===== src/hw/xbar_pkg.sv =====
// Crossbar widths, address map, response code and responder state types
`default_nettype none

package xbar_pkg;

  localparam int unsigned num_requesters = 2;
  localparam int unsigned num_targets    = 2;
  localparam int unsigned addr_width     = 32;
  localparam int unsigned data_width     = 32;
  // Extra ID bits that name the requester on the target side
  localparam int unsigned req_sel_width  = 1;

  typedef enum logic [1:0] {
    RESP_OKAY   = 2'b00,
    RESP_DECERR = 2'b11
  } resp_e;

  // End address is exclusive
  typedef struct packed {
    logic                  idx;
    logic [addr_width-1:0] start_addr;
    logic [addr_width-1:0] end_addr;
  } rule_t;

  localparam rule_t addr_map [0:1] = '{
    '{idx: 1'b0, start_addr: 32'h0000_0000, end_addr: 32'h0000_1000},
    '{idx: 1'b1, start_addr: 32'h0000_1000, end_addr: 32'h0000_2000}
  };

  typedef enum logic {
    ST_IDLE,
    ST_RESPOND
  } responder_state_e;

endpackage

`default_nettype wire


===== src/hw/addr_decoder.sv =====
// Address decoder that maps a read address to a target index
`default_nettype none

module addr_decoder
  import xbar_pkg::*;
(
  input  logic [addr_width-1:0] addr_i,
  output logic                  idx_o,
  output logic                  dec_error_o
);

  // Walk all rules, a hit clears the error flag
  always_comb begin
    idx_o       = 1'b0;
    dec_error_o = 1'b1;
    for (int i = 0; i < $size(addr_map); i++) begin
      if ((addr_i >= addr_map[i].start_addr) && (addr_i < addr_map[i].end_addr)) begin
        idx_o       = addr_map[i].idx;
        dec_error_o = 1'b0;
      end
    end
  end

endmodule

`default_nettype wire


===== src/hw/read_demux.sv =====
// Per-requester read demultiplexer with outstanding transaction tracking
`default_nettype none

module read_demux
  import xbar_pkg::*;
#(
  parameter int unsigned IdWidth  = 4,
  parameter int unsigned MaxTrans = 4
) (
  input  logic                                      clk_i,
  input  logic                                      rst_i,
  // Requester side
  input  logic                                      ar_valid_i,
  output logic                                      ar_ready_o,
  input  logic [addr_width-1:0]                     ar_addr_i,
  input  logic [IdWidth-1:0]                        ar_id_i,
  output logic                                      r_valid_o,
  input  logic                                      r_ready_i,
  output logic [data_width-1:0]                     r_data_o,
  output logic [IdWidth-1:0]                        r_id_o,
  output resp_e                                     r_resp_o,
  // Destination side, last entry is the error responder
  output logic [num_targets:0]                      dst_ar_valid_o,
  input  logic [num_targets:0]                      dst_ar_ready_i,
  output logic [num_targets:0][addr_width-1:0]      dst_ar_addr_o,
  output logic [num_targets:0][IdWidth-1:0]         dst_ar_id_o,
  input  logic [num_targets:0]                      dst_r_valid_i,
  output logic [num_targets:0]                      dst_r_ready_o,
  input  logic [num_targets:0][data_width-1:0]      dst_r_data_i,
  input  logic [num_targets:0][IdWidth-1:0]         dst_r_id_i,
  input  resp_e [num_targets:0]                     dst_r_resp_i
);

  localparam int unsigned SelWidth = $clog2(num_targets + 1);
  localparam int unsigned CntWidth = $clog2(MaxTrans + 1);

  logic                dec_idx;
  logic                dec_error;
  logic [SelWidth-1:0] ar_select;
  logic [SelWidth-1:0] sel_q;
  logic [CntWidth-1:0] cnt_q;
  logic                ar_stall;
  logic                ar_hs;
  logic                r_hs;

  addr_decoder u_addr_decoder (
    .addr_i      (ar_addr_i),
    .idx_o       (dec_idx),
    .dec_error_o (dec_error)
  );

  // Unmapped reads go to the last destination
  assign ar_select = dec_error ? SelWidth'(num_targets) : SelWidth'(dec_idx);

  // Only one destination may be in flight, so responses come back in order
  assign ar_stall = (cnt_q == CntWidth'(MaxTrans)) ||
                    ((cnt_q != '0) && (ar_select != sel_q));

  assign ar_ready_o = !ar_stall && dst_ar_ready_i[ar_select];
  assign ar_hs      = ar_valid_i && ar_ready_o;

  always_comb begin
    for (int i = 0; i <= num_targets; i++) begin
      dst_ar_valid_o[i] = ar_valid_i && !ar_stall && (ar_select == SelWidth'(i));
      dst_ar_addr_o[i]  = ar_addr_i;
      dst_ar_id_o[i]    = ar_id_i;
      dst_r_ready_o[i]  = r_ready_i && (sel_q == SelWidth'(i));
    end
  end

  // Response path follows the destination in flight
  assign r_valid_o = dst_r_valid_i[sel_q];
  assign r_data_o  = dst_r_data_i[sel_q];
  assign r_id_o    = dst_r_id_i[sel_q];
  assign r_resp_o  = dst_r_resp_i[sel_q];
  assign r_hs      = r_valid_o && r_ready_i;

  always_ff @(posedge clk_i) begin
    if (rst_i) begin
      cnt_q <= '0;
      sel_q <= '0;
    end else begin
      if (ar_hs) begin
        sel_q <= ar_select;
      end
      case ({ar_hs, r_hs})
        2'b10:   cnt_q <= cnt_q + 1'b1;
        2'b01:   cnt_q <= cnt_q - 1'b1;
        default: cnt_q <= cnt_q;
      endcase
    end
  end

endmodule

`default_nettype wire


===== src/hw/decerr_responder.sv =====
// Error responder that answers unmapped reads with DECERR
`default_nettype none

module decerr_responder
  import xbar_pkg::*;
#(
  parameter int unsigned IdWidth = 4
) (
  input  logic                  clk_i,
  input  logic                  rst_i,
  input  logic                  ar_valid_i,
  output logic                  ar_ready_o,
  input  logic [IdWidth-1:0]    ar_id_i,
  output logic                  r_valid_o,
  input  logic                  r_ready_i,
  output logic [data_width-1:0] r_data_o,
  output logic [IdWidth-1:0]    r_id_o,
  output resp_e                 r_resp_o
);

  responder_state_e   state_q;
  responder_state_e   state_d;
  logic [IdWidth-1:0] id_q;

  assign ar_ready_o = (state_q == ST_IDLE);
  assign r_valid_o  = (state_q == ST_RESPOND);
  assign r_data_o   = '0;
  assign r_id_o     = id_q;
  assign r_resp_o   = RESP_DECERR;

  always_comb begin
    state_d = state_q;
    case (state_q)
      ST_IDLE:    if (ar_valid_i) state_d = ST_RESPOND;
      ST_RESPOND: if (r_ready_i) state_d = ST_IDLE;
      default:    state_d = ST_IDLE;
    endcase
  end

  always_ff @(posedge clk_i) begin
    if (rst_i) begin
      state_q <= ST_IDLE;
    end else begin
      state_q <= state_d;
    end
  end

  // Echo the ID of the accepted read
  always_ff @(posedge clk_i) begin
    if (ar_valid_i && ar_ready_o) begin
      id_q <= ar_id_i;
    end
  end

endmodule

`default_nettype wire


===== src/hw/read_mux.sv =====
// Per-target round-robin read multiplexer with ID-based response routing
`default_nettype none

module read_mux
  import xbar_pkg::*;
#(
  parameter int unsigned IdWidth = 4
) (
  input  logic                                         clk_i,
  input  logic                                         rst_i,
  // Requester side
  input  logic [num_requesters-1:0]                    src_ar_valid_i,
  output logic [num_requesters-1:0]                    src_ar_ready_o,
  input  logic [num_requesters-1:0][addr_width-1:0]    src_ar_addr_i,
  input  logic [num_requesters-1:0][IdWidth-1:0]       src_ar_id_i,
  output logic [num_requesters-1:0]                    src_r_valid_o,
  input  logic [num_requesters-1:0]                    src_r_ready_i,
  output logic [num_requesters-1:0][data_width-1:0]    src_r_data_o,
  output logic [num_requesters-1:0][IdWidth-1:0]       src_r_id_o,
  output resp_e [num_requesters-1:0]                   src_r_resp_o,
  // Target side
  output logic                                         tgt_ar_valid_o,
  input  logic                                         tgt_ar_ready_i,
  output logic [addr_width-1:0]                        tgt_ar_addr_o,
  output logic [IdWidth+req_sel_width-1:0]             tgt_ar_id_o,
  input  logic                                         tgt_r_valid_i,
  output logic                                         tgt_r_ready_o,
  input  logic [data_width-1:0]                        tgt_r_data_i,
  input  logic [IdWidth+req_sel_width-1:0]             tgt_r_id_i,
  input  resp_e                                        tgt_r_resp_i
);

  localparam int unsigned TgtIdWidth = IdWidth + req_sel_width;

  logic [req_sel_width-1:0] grant_q;
  logic                     lock_q;
  logic [req_sel_width-1:0] rr_pick;
  logic [req_sel_width-1:0] grant;
  logic [req_sel_width-1:0] r_sel;

  // Search starts just after the last grant, nearest requester wins
  always_comb begin
    int cand;
    rr_pick = grant_q;
    for (int k = num_requesters; k >= 1; k--) begin
      cand = (int'(grant_q) + k) % num_requesters;
      if (src_ar_valid_i[cand]) begin
        rr_pick = req_sel_width'(cand);
      end
    end
  end

  // A stalled AR keeps its grant
  assign grant = lock_q ? grant_q : rr_pick;

  assign tgt_ar_valid_o = src_ar_valid_i[grant];
  assign tgt_ar_addr_o  = src_ar_addr_i[grant];
  assign tgt_ar_id_o    = {grant, src_ar_id_i[grant]};

  // Requester index sits in the top ID bits
  assign r_sel         = tgt_r_id_i[TgtIdWidth-1 -: req_sel_width];
  assign tgt_r_ready_o = src_r_ready_i[r_sel];

  always_comb begin
    for (int i = 0; i < num_requesters; i++) begin
      src_ar_ready_o[i] = tgt_ar_ready_i && (grant == req_sel_width'(i));
      src_r_valid_o[i]  = tgt_r_valid_i && (r_sel == req_sel_width'(i));
      src_r_data_o[i]   = tgt_r_data_i;
      src_r_id_o[i]     = tgt_r_id_i[IdWidth-1:0];
      src_r_resp_o[i]   = tgt_r_resp_i;
    end
  end

  always_ff @(posedge clk_i) begin
    if (rst_i) begin
      grant_q <= '0;
      lock_q  <= 1'b0;
    end else begin
      lock_q <= tgt_ar_valid_o && !tgt_ar_ready_i;
      if (tgt_ar_valid_o) begin
        grant_q <= grant;
      end
    end
  end

endmodule

`default_nettype wire


===== src/hw/read_xbar.sv =====
// Read-only crossbar top level with demuxes, error responders and muxes
`default_nettype none

module read_xbar
  import xbar_pkg::*;
#(
  parameter int unsigned IdWidth  = 4,
  parameter int unsigned MaxTrans = 4
) (
  input  logic                                                clk_i,
  input  logic                                                rst_i,
  // Requester ports
  input  logic [num_requesters-1:0]                           req_ar_valid_i,
  output logic [num_requesters-1:0]                           req_ar_ready_o,
  input  logic [num_requesters-1:0][addr_width-1:0]           req_ar_addr_i,
  input  logic [num_requesters-1:0][IdWidth-1:0]              req_ar_id_i,
  output logic [num_requesters-1:0]                           req_r_valid_o,
  input  logic [num_requesters-1:0]                           req_r_ready_i,
  output logic [num_requesters-1:0][data_width-1:0]           req_r_data_o,
  output logic [num_requesters-1:0][IdWidth-1:0]              req_r_id_o,
  output resp_e [num_requesters-1:0]                          req_r_resp_o,
  // Target ports
  output logic [num_targets-1:0]                              tgt_ar_valid_o,
  input  logic [num_targets-1:0]                              tgt_ar_ready_i,
  output logic [num_targets-1:0][addr_width-1:0]              tgt_ar_addr_o,
  output logic [num_targets-1:0][IdWidth+req_sel_width-1:0]   tgt_ar_id_o,
  input  logic [num_targets-1:0]                              tgt_r_valid_i,
  output logic [num_targets-1:0]                              tgt_r_ready_o,
  input  logic [num_targets-1:0][data_width-1:0]              tgt_r_data_i,
  input  logic [num_targets-1:0][IdWidth+req_sel_width-1:0]   tgt_r_id_i,
  input  resp_e [num_targets-1:0]                             tgt_r_resp_i
);

  // Demux side, indexed by requester then destination
  logic  [num_requesters-1:0][num_targets:0]                  dmx_ar_valid;
  logic  [num_requesters-1:0][num_targets:0]                  dmx_ar_ready;
  logic  [num_requesters-1:0][num_targets:0][addr_width-1:0]  dmx_ar_addr;
  logic  [num_requesters-1:0][num_targets:0][IdWidth-1:0]     dmx_ar_id;
  logic  [num_requesters-1:0][num_targets:0]                  dmx_r_valid;
  logic  [num_requesters-1:0][num_targets:0]                  dmx_r_ready;
  logic  [num_requesters-1:0][num_targets:0][data_width-1:0]  dmx_r_data;
  logic  [num_requesters-1:0][num_targets:0][IdWidth-1:0]     dmx_r_id;
  resp_e [num_requesters-1:0][num_targets:0]                  dmx_r_resp;

  // Mux side, indexed by target then requester
  logic  [num_targets-1:0][num_requesters-1:0]                mux_ar_valid;
  logic  [num_targets-1:0][num_requesters-1:0]                mux_ar_ready;
  logic  [num_targets-1:0][num_requesters-1:0][addr_width-1:0] mux_ar_addr;
  logic  [num_targets-1:0][num_requesters-1:0][IdWidth-1:0]   mux_ar_id;
  logic  [num_targets-1:0][num_requesters-1:0]                mux_r_valid;
  logic  [num_targets-1:0][num_requesters-1:0]                mux_r_ready;
  logic  [num_targets-1:0][num_requesters-1:0][data_width-1:0] mux_r_data;
  logic  [num_targets-1:0][num_requesters-1:0][IdWidth-1:0]   mux_r_id;
  resp_e [num_targets-1:0][num_requesters-1:0]                mux_r_resp;

  for (genvar i = 0; i < num_requesters; i++) begin : gen_req
    read_demux #(
      .IdWidth  (IdWidth),
      .MaxTrans (MaxTrans)
    ) u_read_demux (
      .clk_i          (clk_i),
      .rst_i          (rst_i),
      .ar_valid_i     (req_ar_valid_i[i]),
      .ar_ready_o     (req_ar_ready_o[i]),
      .ar_addr_i      (req_ar_addr_i[i]),
      .ar_id_i        (req_ar_id_i[i]),
      .r_valid_o      (req_r_valid_o[i]),
      .r_ready_i      (req_r_ready_i[i]),
      .r_data_o       (req_r_data_o[i]),
      .r_id_o         (req_r_id_o[i]),
      .r_resp_o       (req_r_resp_o[i]),
      .dst_ar_valid_o (dmx_ar_valid[i]),
      .dst_ar_ready_i (dmx_ar_ready[i]),
      .dst_ar_addr_o  (dmx_ar_addr[i]),
      .dst_ar_id_o    (dmx_ar_id[i]),
      .dst_r_valid_i  (dmx_r_valid[i]),
      .dst_r_ready_o  (dmx_r_ready[i]),
      .dst_r_data_i   (dmx_r_data[i]),
      .dst_r_id_i     (dmx_r_id[i]),
      .dst_r_resp_i   (dmx_r_resp[i])
    );

    // Unmapped reads end here
    decerr_responder #(
      .IdWidth (IdWidth)
    ) u_decerr_responder (
      .clk_i      (clk_i),
      .rst_i      (rst_i),
      .ar_valid_i (dmx_ar_valid[i][num_targets]),
      .ar_ready_o (dmx_ar_ready[i][num_targets]),
      .ar_id_i    (dmx_ar_id[i][num_targets]),
      .r_valid_o  (dmx_r_valid[i][num_targets]),
      .r_ready_i  (dmx_r_ready[i][num_targets]),
      .r_data_o   (dmx_r_data[i][num_targets]),
      .r_id_o     (dmx_r_id[i][num_targets]),
      .r_resp_o   (dmx_r_resp[i][num_targets])
    );

    for (genvar j = 0; j < num_targets; j++) begin : gen_cross
      assign mux_ar_valid[j][i] = dmx_ar_valid[i][j];
      assign dmx_ar_ready[i][j] = mux_ar_ready[j][i];
      assign mux_ar_addr[j][i]  = dmx_ar_addr[i][j];
      assign mux_ar_id[j][i]    = dmx_ar_id[i][j];
      assign dmx_r_valid[i][j]  = mux_r_valid[j][i];
      assign mux_r_ready[j][i]  = dmx_r_ready[i][j];
      assign dmx_r_data[i][j]   = mux_r_data[j][i];
      assign dmx_r_id[i][j]     = mux_r_id[j][i];
      assign dmx_r_resp[i][j]   = mux_r_resp[j][i];
    end
  end

  for (genvar j = 0; j < num_targets; j++) begin : gen_tgt
    read_mux #(
      .IdWidth (IdWidth)
    ) u_read_mux (
      .clk_i          (clk_i),
      .rst_i          (rst_i),
      .src_ar_valid_i (mux_ar_valid[j]),
      .src_ar_ready_o (mux_ar_ready[j]),
      .src_ar_addr_i  (mux_ar_addr[j]),
      .src_ar_id_i    (mux_ar_id[j]),
      .src_r_valid_o  (mux_r_valid[j]),
      .src_r_ready_i  (mux_r_ready[j]),
      .src_r_data_o   (mux_r_data[j]),
      .src_r_id_o     (mux_r_id[j]),
      .src_r_resp_o   (mux_r_resp[j]),
      .tgt_ar_valid_o (tgt_ar_valid_o[j]),
      .tgt_ar_ready_i (tgt_ar_ready_i[j]),
      .tgt_ar_addr_o  (tgt_ar_addr_o[j]),
      .tgt_ar_id_o    (tgt_ar_id_o[j]),
      .tgt_r_valid_i  (tgt_r_valid_i[j]),
      .tgt_r_ready_o  (tgt_r_ready_o[j]),
      .tgt_r_data_i   (tgt_r_data_i[j]),
      .tgt_r_id_i     (tgt_r_id_i[j]),
      .tgt_r_resp_i   (tgt_r_resp_i[j])
    );
  end

endmodule

`default_nettype wire


===== config.mk =====
export PLATFORM = sky130hd
export DESIGN_NAME = read_xbar
export DESIGN_NICKNAME = d
export VERILOG_FILES = /design/src/hw/xbar_pkg.sv /design/src/hw/addr_decoder.sv /design/src/hw/read_demux.sv /design/src/hw/decerr_responder.sv /design/src/hw/read_mux.sv /design/src/hw/read_xbar.sv
export SDC_FILE = /design/constraint.sdc
export NUM_CORES = 1
export LEC_CHECK = 0
export BUFFER_PORTS_ARGS = -buffer_cell sky130_fd_sc_hd__buf_2
export CAP_MARGIN = 40
export CORE_AREA = 2 2 123 125
export CTS_CLUSTER_DIAMETER = 50
export DETAILED_ROUTE_END_ITERATION = 8
export DIE_AREA = 0 0 125 127
export GPL_ROUTABILITY_DRIVEN = 0
export PLACE_DENSITY = 0.57
export SYNTH_ARGS = -nofsm -noshare
export SYNTH_HDL_FRONTEND = slang
export SYNTH_SLANG_ARGS = --single-unit

===== constraint.sdc =====
create_clock -name clk_i -period 4.47 [get_ports clk_i]
set_input_delay 0.894 -clock clk_i [delete_from_list [all_inputs] [get_ports clk_i]]
set_output_delay 0.894 -clock clk_i [all_outputs]
set_load 0.01 [all_outputs]

-- Yosys cells after proc, flatten, opt, wreduce, memory -nomap -nowiden
Cells that the tools add are included.
- word-level logic and storage cells: 180
- register bits: 24
- input port bits: 160
- order comparisons: 20
- mux-type cells: 66
- equality and inequality tests: 16
- $add $sub $neg: 8
- bitwise operators: 6
- reductions and logical operators: 52
- operator list (kind ; count):
    $mux 32 ; 6
    $bmux 32 s2 ; 2
    $ge 32x1->1 const B ; 2
    $ge 32x13->1 const B ; 2
    $lt 32x13->1 const B ; 2
    $lt 32x14->1 const B ; 2
    $logic_and 1x1->1 ; 38
    $mux 1 ; 36
    $mux 4 ; 6
    $bmux 4 s2 ; 2
    $lt 1x2->1 const B ; 8
    $eq 2x1->1 const B ; 6
    $eq 2x2->1 const B ; 6
    $lt 2x3->1 const B ; 4
    $pmux 3 s2 ; 2
    $bmux 1 s2 ; 4
    $bmux 2 s2 ; 2
    $logic_not 2->1 ; 4
    $mux 2 ; 4
    $add 3x1->3 const B ; 2
    $eq 3x3->1 const B ; 2
    $not 1->1 ; 6
    $reduce_bool 3->1 ; 2
    $sub 3x1->3 const B ; 2
    other kinds (6) ; 16

-- Depth between registers and ports, before layout
Gate-level depths: netlist of the first run.
- depth in word-level cells: 24
- depth in mapped cells: 14
- depth with buffers taken out: 12

-- By module
A second synthesis of the first run with hierarchy kept.
- cell total of the unflattened synthesis: 1376
- area total of the unflattened synthesis: 9922.0 sq um
- modules (own cells, without submodules) (module ; instances ; cells an instance ; area each (sq um)):
    read_mux ; 2 ; 347 ; 2446.1
    read_demux ; 2 ; 287 ; 2019.4
    decerr_responder ; 2 ; 45 ; 426.7
    addr_decoder ; 2 ; 9 ; 68.8

-- Least setup slack after synthesis of the first run
OpenSTA, ideal clock, no wires.
- kind: in2out
- start point: input req_ar_addr_i[12] (netlist bit)
- end point: output tgt_ar_addr_o[41] (netlist bit)
- required time: 3.576 ns
- path slack: 0.904 ns
- arrival time: 2.672 ns
- stages on the path: 9
- path through: buf_2 xor2_1 o31ai_1 nand4_1 o21a_1 a31oi_4 buf_6 buf_6 mux2_4
- RTL lines (what ; RTL line ; text):
    from (decl) ; read_xbar.sv:15 ; input logic [num_requesters-1:0][addr_width-1:0] req_ar_addr_i,
    to (decl) ; read_xbar.sv:25 ; output logic [num_targets-1:0][addr_width-1:0] tgt_ar_addr_o,

==> results of run 1 <==
[layer usage]
layer | wire length, um | up-vias | part of all wire, % | track usage (%)
li1 | - | 2296 | - | -
met1 | 6040 | 2144 | 37 | 20.6
met2 | 8750 | 216 | 54 | 37.8
met3 | 1070 | 14 | 6.6 | 2.93
met4 | 287 | 0 | 1.8 | 4.84
met5 | 0 | - | 0 | 0
[area by class of cell]
type | count | share of cell area, %
repair buffers | 325 | 29.1
multi-input cells | 395 | 54.4
well taps | 184 | 4.01
inverters | 16 | 1.05
flip-flops and latches | 24 | 9.85
clock buffers | 4 | 1.55
[per-stage QoR]
stage          setup slack [ns]  power (uW)  hold slack (ns)
2_1_floorplan             0.904        1010            0.449
3_3_place_gp              0.422        1430            0.470
3_5_place_dp              0.362        1430            0.474
4_1_cts                   0.392        1660            0.484
5_1_grt                   0.201        1770            0.522
6_report                  0.400        1640            0.483
[final timing paths]
check / depth (start not counted) / startpoint / slack (ns) / endpoint
max reg2reg: 12 / gen_req[0].u_read_demux.sel_q[1] / 1.07 / gen_req[1].u_read_demux.cnt_q[2]
min reg2reg: 2 / gen_req[0].u_decerr_responder.r_valid_o / 0.48 / gen_req[0].u_decerr_responder.r_valid_o
max: 9 / req_ar_addr_i[12] / 0.40 / tgt_ar_addr_o[38]
min: 2 / gen_req[0].u_decerr_responder.r_valid_o / 0.48 / gen_req[0].u_decerr_responder.r_valid_o
[cell usage after synthesis (2+ instances only)]
master / number
o2111ai_1: 2
fa_1: 2
or3_1: 4
dfxtp_1: 16
and3_1: 3
nand3b_1: 2
o31ai_1: 4
a211oi_1: 3
clkbuf_1: 10
and2_1: 6
nor4_1: 12
nand2_1: 27
mux2_2: 25
a21oi_1: 15
inv_1: 16
nor2b_1: 7
xor2_1: 6
o21a_1: 2
nor3_1: 5
nand4_1: 2
or4_1: 3
nand3_1: 7
a31oi_1: 2
mux2_4: 45
nor2_1: 85
mux2i_1: 73
buf_2: 7
edfxtp_1: 8
or4b_1: 2
and4_1: 3
o21ai_0: 21
buf_1: 9
o41ai_1: 2
ha_1: 2
buf_6: 7
a2111oi_0: 2
buf_4: 10
[flip-flops by register name (all words and copies together), names as in the netlist]
signal and cells:
gen_req.u_read_demux.sel_q 4, gen_tgt.u_read_mux.lock_q 2, gen_req.u_decerr_responder.r_id_o 8, gen_req.u_decerr_responder.r_valid_o 2
gen_req.u_read_demux.cnt_q 6, gen_tgt.u_read_mux.grant_q 2
[power groups by stage]
| stage | clock network (uW) | logic (uW) | registers, uW |
|---|---|---|---|
| 2_1_floorplan | 0 | 692 | 315 |
| 3_3_place_gp | 0 | 1100 | 337 |
| 3_5_place_dp | 0 | 1100 | 337 |
| 4_1_cts | 223 | 1100 | 332 |
| 5_1_grt | 232 | 1200 | 341 |
| 6_report | 218 | 1090 | 332 |
[cells by family after synthesis]
group,share of synthesized area [%]
AND/OR/NAND/NOR,21.3
multiplexers,42.1
AO/OA/AOI/OAI,11.7
buffers and inverters,8.00
flip-flops,14.0
XOR/XNOR,1.31
adder cells (fa/ha/maj),1.62
[worst max-delay path: stages]
cell     delay [ns]
buf_2          0.16
xor2_1         0.17
o31ai_1        0.46
nand4_1        0.23
o21a_1         0.27
a31oi_4        0.18
buf_12         0.27
mux2_2         0.37
buf_2          0.14
==> flow_summary.json, run 1 <==
{
  "status": "finished, final reports clean",
  "track_usage_pct": 18.9,
  "num-fill-cells": 1573,
  "first_pass_iters": 4,
  "wl_per_cell_um": 17.0,
  "drv_cap": 0,
  "finalClockSkew_ns": 0.00631,
  "slew_viol_final": 0,
  "synth_edf_count": 8,
  "cell_internal_pwr_uw": 872,
  "drt-total-wl_um": 16200,
  "htreeDepth": 1,
  "grt_max_degree": 45,
  "netlist_instances": 478,
  "fin_area_um2": 5740,
  "seq_area_um2": 566,
  "min_period_ns": 4.07,
  "hold_viol_final": 0,
  "yosysTopAreaCellShare_pct": 18.2,
  "vias": 4670,
  "num_antenna_cells": 0,
  "p_leak_uw": 0.00271,
  "netSwitchingFraction_pct": 46.7,
  "fin_util_pct": 39.8,
  "cts.sinks": 24,
  "ant_nets": 0,
  "die_area_um2": 15900,
  "fp.dieH_um": 127,
  "ir_drop_v": 0.000138,
  "syn_avg_cell_area_um2": 8.38,
  "synth_area_um2": 4010,
  "ys_types": 58,
  "mostFrequentLayoutCells": "buf_2, nor2_1, mux2i_1, mux2_4, nand2_1",
  "layout.nets": 929,
  "setup_violations": 0,
  "stdcell_count": 948,
  "cp.required_ns": 3.58,
  "place_area_um2": 5650,
  "post_cts_buffers": 0,
  "yosysTopAreaCell": "mux2i_1",
  "worstPathArrival_ns": 3.18,
  "numCtsBuffers": 3,
  "tns_ns": 0,
  "drt_iter0_markers": 177,
  "slew_headroom_pct": 53.0,
  "drc": 0,
  "crit_fanout": 38,
  "io_buffer_count": 317,
  "ctsHoldBuffers": 0,
  "p_sw_uw": 764,
  "syn_nets": 642,
  "hold_class": "reg2reg",
  "powerDensity_nw_per_um2": 285,
  "ctsResizeCount": 0,
  "syn_to_final_growth_pct": 43.3,
  "antenna_found_initial": 0,
  "end_kind": "output port",
  "startpoint_type": "primary input",
  "drive_above_1_share_pct": 53.7,
  "die_x_um": 125,
  "initial_core_util_pct": 27.8,
  "seqPwrFrac_pct": 20.3,
  "clkSlewWorstSetupHoldPaths_ns": 0.07,
  "cts_tree": "yes",
  "power_frac_comb_pct": 66.4,
  "via_per_inst": 4.93,
  "yosysWarnings": 0,
  "clkPwrFrac_pct": 13.3,
  "ys_seq_area_share_pct": 14.0,
  "clk_path_buf_depth": 2,
  "grt-ovfl-total": 0,
  "io_pins": 318,
  "cts_root_buf": "clkbuf_16",
  "grt_pass1_vias": 4589,
  "grt_pass1_wl_um": 24300,
  "yosys_most_used_dff": "dfxtp_1",
  "async_reset_ff_share_pct": 0,
  "final_common_cell": "buf_2",
  "yosys-top-cells-area": "mux2i_1, mux2_4, dfxtp_1",
  "post-dp-hpwl_um": 13500,
  "core_area_um2": 14400,
  "ys_ff_latch": 24,
  "tightest_slew_ns": 0.705,
  "dp_cells": 944,
  "max_freq_mhz": 246,
  "insertion_delay_ns": 0.26,
  "path_class": "in2out",
  "row_count": 44,
  "min_period_over_period_pct": 91.0,
  "rsz0062_at_grt": "no",
  "multiInputGateArea_um2": 3120
}
No activity file was read; power rests on OpenSTA's default activity.
==> run 2, diff against run 1 <==
- PLACE_DENSITY: 0.57 -> 0.66
==> flow_summary.json, run 2 (same netlist as run 1, synthesis figures left out) <==
{
  "cts.sinks": 24,
  "grt_pass1_vias": 4584,
  "slew_headroom_pct": 53.0,
  "path_class": "in2out",
  "initial_core_util_pct": 27.8,
  "worstPathArrival_ns": 3.40,
  "layout.nets": 934,
  "end_kind": "output port",
  "final_common_cell": "buf_2",
  "stdcell_count": 954,
  "dp_cells": 949,
  "core_area_um2": 14400,
  "cts_root_buf": "clkbuf_16",
  "drv_cap": 0,
  "insertion_delay_ns": 0.27,
  "fp.dieH_um": 127,
  "largest_register_ffs": 8,
  "clk_path_buf_depth": 2,
  "grt_max_degree": 45,
  "mostFrequentLayoutCells": "buf_2, nor2_1, mux2i_1, mux2_4, nand2_1",
  "vias": 4733,
  "min_period_ns": 4.29,
  "syn_to_final_growth_pct": 44.6,
  "hold_viol_final": 0,
  "drt-total-wl_um": 16200,
  "via_per_inst": 4.96,
  "ctsResizeCount": 0,
  "tns_ns": 0,
  "drive_above_1_share_pct": 54.0,
  "wl_per_cell_um": 17.0,
  "first_pass_iters": 4,
  "post_cts_buffers": 0,
  "drt_iter0_markers": 188,
  "row_count": 44,
  "finalClockSkew_ns": 0.00688,
  "post-dp-hpwl_um": 13400,
  "track_usage_pct": 18.9,
  "die_x_um": 125,
  "min_period_over_period_pct": 96.0,
  "numCtsBuffers": 3,
  "io_buffer_count": 317,
  "rsz0062_at_grt": "no",
  "slew_viol_final": 0,
  "die_area_um2": 15900,
  "dpl_worst_slack_ns": 0.141,
  "htreeDepth": 1,
  "tightest_slew_ns": 0.706,
  "whs_ns": 0.485,
  "io_pins": 318,
  "max_freq_mhz": 233,
  "setup_violations": 0,
  "cp.required_ns": 3.58,
  "status": "finished, final reports clean",
  "antenna_found_initial": 1,
  "crit_fanout": 38,
  "clkSlewWorstSetupHoldPaths_ns": 0.07,
  "drc": 0,
  "ir_drop_v": 0.000136,
  "p_leak_uw": 0.00274,
  "grt_pass1_wl_um": 24500,
  "cts_tree": "yes",
  "powerDensity_nw_per_um2": 286,
  "ctsHoldBuffers": 0,
  "ant_nets": 0,
  "fin_ws_ns": 0.178,
  "hold_class": "reg2reg",
  "grt-ovfl-total": 0,
  "startpoint_type": "primary input"
}
## run 2: layer usage
| metal | track usage, % | share of wire [%] | wire length [um] |
|---|---|---|---|
| met3 | 2.64 | 6.5 | 1050 |
| met1 | 21.2 | 39 | 6260 |
| met5 | 0 | 0 | 0 |
| met4 | 5.42 | 2.1 | 346 |
| met2 | 37.0 | 53 | 8570 |
## run 2: through the flow
stage | instance area, um^2 | utilization [%] | total power, uW
2_1_floorplan | 4010 | - | 1010
3_3_place_gp | 5690 | 39.4 | 1420
3_5_place_dp | 5690 | 39.4 | 1430
4_1_cts | 5790 | 40.1 | 1680
5_1_grt | 5790 | 40.2 | 1790
6_report | 5790 | 40.2 | 1660
## run 2: final cells by class
type / instances / area (um^2)
fill: 1495 / 8630
antenna: 1 / 2.50
tap: 184 / 230
inverter: 16 / 60.1
sequential: 24 / 566
timing repair buffer: 330 / 1710
multi-input combinational: 395 / 3120
clock buffer: 4 / 100
## run 2: worst paths after layout
check                                                from                                       to  slack (ns)  depth (start not counted)
setup / recovery                        req_ar_addr_i[47]                        tgt_ar_addr_o[45]        0.18                         10
hold reg to reg   gen_req[0].u_decerr_responder.r_valid_o  gen_req[0].u_decerr_responder.r_valid_o        0.48                          2
setup reg to reg         gen_req[1].u_read_demux.sel_q[0]         gen_req[1].u_read_demux.cnt_q[2]        0.87                         13
hold / removal    gen_req[0].u_decerr_responder.r_valid_o  gen_req[0].u_decerr_responder.r_valid_o        0.48                          2
## run 2: power by group
part           internal, uW  switching [uW]  total, uW  leakage [uW]
combinational           449             622       1070       0.00249
clock                   156            82.1        238     0.0000493
sequential              288            57.9        346      0.000208
total                   893             762       1660       0.00274
## run 2: critical path: stages
cell and delay [ns]:
buf_2 0.12, buf_4 0.14, nor4_1 0.55, a211oi_1 0.18
a211oi_2 0.26, and3_1 0.38, a31oi_4 0.15, buf_12 0.22
mux2_4 0.34, buf_2 0.14
==> run 3, diff against run 2 <==
- ABC_AREA: unset -> 1
- CORE_AREA: 2 2 123 125 -> unset
- CORE_UTILIZATION: unset -> 40
- DIE_AREA: 0 0 125 127 -> unset
- PLACE_DENSITY: 0.66 -> 0.75
- SYNTH_HIERARCHICAL: unset -> 1
==> flow_summary.json, run 3 <==
{
  "crit_top_cell": "nand2_1",
  "end_kind": "output port",
  "first_pass_iters": 6,
  "synth_area_um2": 6890,
  "worstPathArrival_ns": 3.31,
  "largest_register_ffs": 8,
  "antenna_found_initial": 2,
  "whs_ns": 0.478,
  "netlist_instances": 1208,
  "grt_pass1_wl_um": 28200,
  "critPathBufInv": 6,
  "max_freq_mhz": 238,
  "yosysWarnings": 6,
  "track_usage_pct": 19.6,
  "setup_violations": 0,
  "insertion_delay_ns": 0.26,
  "grt_pass1_vias": 5906,
  "via_per_inst": 4.55,
  "drv_cap": 0,
  "drive_above_1_share_pct": 32.3,
  "slew_viol_final": 0,
  "drt_iter0_markers": 224,
  "drt-total-wl_um": 17700,
  "powerDensity_nw_per_um2": 417,
  "post-dp-hpwl_um": 13900,
  "slowest_stage": "and2_1",
  "startpoint_type": "primary input",
  "status": "finished, final reports clean",
  "min_period_over_period_pct": 94.0,
  "core_area_um2": 16700,
  "wl_met2_um": 9150,
  "max_stage_delay_ns": 0.18,
  "crit_fanout": 5,
  "dr_wl_met3_um": 1160,
  "grt_max_degree": 44,
  "initial_core_util_pct": 41.2,
  "tightest_slew_ns": 0.557,
  "drc": 0,
  "final_common_cell": "nand2_1",
  "die_area_um2": 17700,
  "io_buffer_count": 317,
  "cp.required_ns": 3.58,
  "syn_to_final_growth_pct": -9.25,
  "wl_per_cell_um": 12.5,
  "syn_avg_cell_area_um2": 5.70,
  "fin_total_pwr_uw": 2610,
  "hold_viol_final": 0,
  "cts.sinks": 24,
  "ant_nets": 0,
  "clk_path_buf_depth": 2,
  "cts_root_buf": "clkbuf_16",
  "clkSlewWorstSetupHoldPaths_ns": 0.07,
  "fp.dieH_um": 133,
  "layout.nets": 1356,
  "ir_drop_v": 0.000168,
  "row_count": 47,
  "crit_family": "simple AND/OR/NAND/NOR gates",
  "hold_class": "reg2reg",
  "finalClockSkew_ns": 0.00485,
  "tns_ns": 0,
  "p_leak_uw": 0.00367,
  "m1WireLength_um": 7070,
  "htreeDepth": 1,
  "mostFrequentLayoutCells": "nand2_1, buf_2, nand3_1, conb_1, nor2_1",
  "grt-ovfl-total": 0,
  "ctsHoldBuffers": 0,
  "path_class": "in2out",
  "highest_layer": "met4",
  "numCtsBuffers": 3,
  "die_x_um": 133,
  "cts_tree": "yes",
  "slew_headroom_pct": 62.9,
  "io_pins": 318,
  "min_period_ns": 4.20,
  "vias": 6427
}
## run 3: worst reg2reg max path: stages (launching register included)
cell	delay [ns]
dfxtp_2	0.68
inv_1	0.21
nand3_1	0.13
nand2_1	0.06
inv_1	0.05
nand2_1	0.05
nand2_2	0.10
nand2_1	0.12
nor3_4	0.17
nand2_1	0.08
nand2_1	0.09
nand2_2	0.08
inv_2	0.07
nor2_1	0.04
inv_1	0.04
nand2_1	0.04
o21ai_0	0.07
nor2_1	0.07
buf_4	0.14
nand3_2	0.08
ha_1	0.15
inv_1	0.07
fa_1	0.38
a21oi_1	0.15
o21ai_0	0.10
o21ai_0	0.16
a21oi_1	0.06
## run 3: layer usage
metal,track usage (%),vias up
li1,-,3278
met1,21.6,2842
met2,38.1,281
met3,2.97,26
met4,6.12,0
met5,0,-
## run 3: layout make-up
type,instances,area [um^2]
Fill cell,1845,10500
Inverter,52,195
Sequential cell,24,563
Clock buffer,4,100
Multi-Input combinational cell,772,3340
Tap cell,220,275
Timing Repair Buffer,339,1770
Antenna cell,2,5.00
## run 3: path summary, 6_finish.rpt
| check | end | from | slack (ns) | cells past startpoint |
|---|---|---|---|---|
| hold reg to reg | gen_req[1].u_read_demux/cnt_q[2] | gen_req[1].u_read_demux/cnt_q[2] | 0.48 | 2 |
| hold / removal | gen_req[1].u_read_demux/cnt_q[2] | gen_req[1].u_read_demux/cnt_q[2] | 0.48 | 2 |
| setup / recovery | req_ar_ready_o[0] | req_ar_addr_i[62] | 0.27 | 25 |
| setup reg to reg | gen_req[0].u_read_demux/cnt_q[2] | gen_req[1].u_read_demux/sel_q[0] | 0.94 | 26 |
## run 3: power by group
group	internal (uW)	switching, uW
clock	156	85.2
sequential	295	70.6
combinational	733	1270
total	1180	1420
## run 3: metrics by stage
step | area [um^2] | setup slack, ns | cells | utilization [%]
floorplan | 7130 | 0.449 | 1272 | -
global placement | 6090 | 0.192 | 1406 | 36.4
detailed placement | 6110 | 0.0809 | 1407 | 36.6
CTS | 6210 | 0.103 | 1411 | 37.2
global route | 6250 | -0.0345 | 1413 | 37.4
finish | 6250 | 0.269 | 1413 | 37.4
## run 3: what timing repair did
| item | CTS | global route |
|---|---|---|
| setup endpoints to repair | 0 | 76 |
| resized for setup | 0 | 9 |
| setup buffers | 0 | 0 |
| hold endpoints to repair | 0 | 0 |
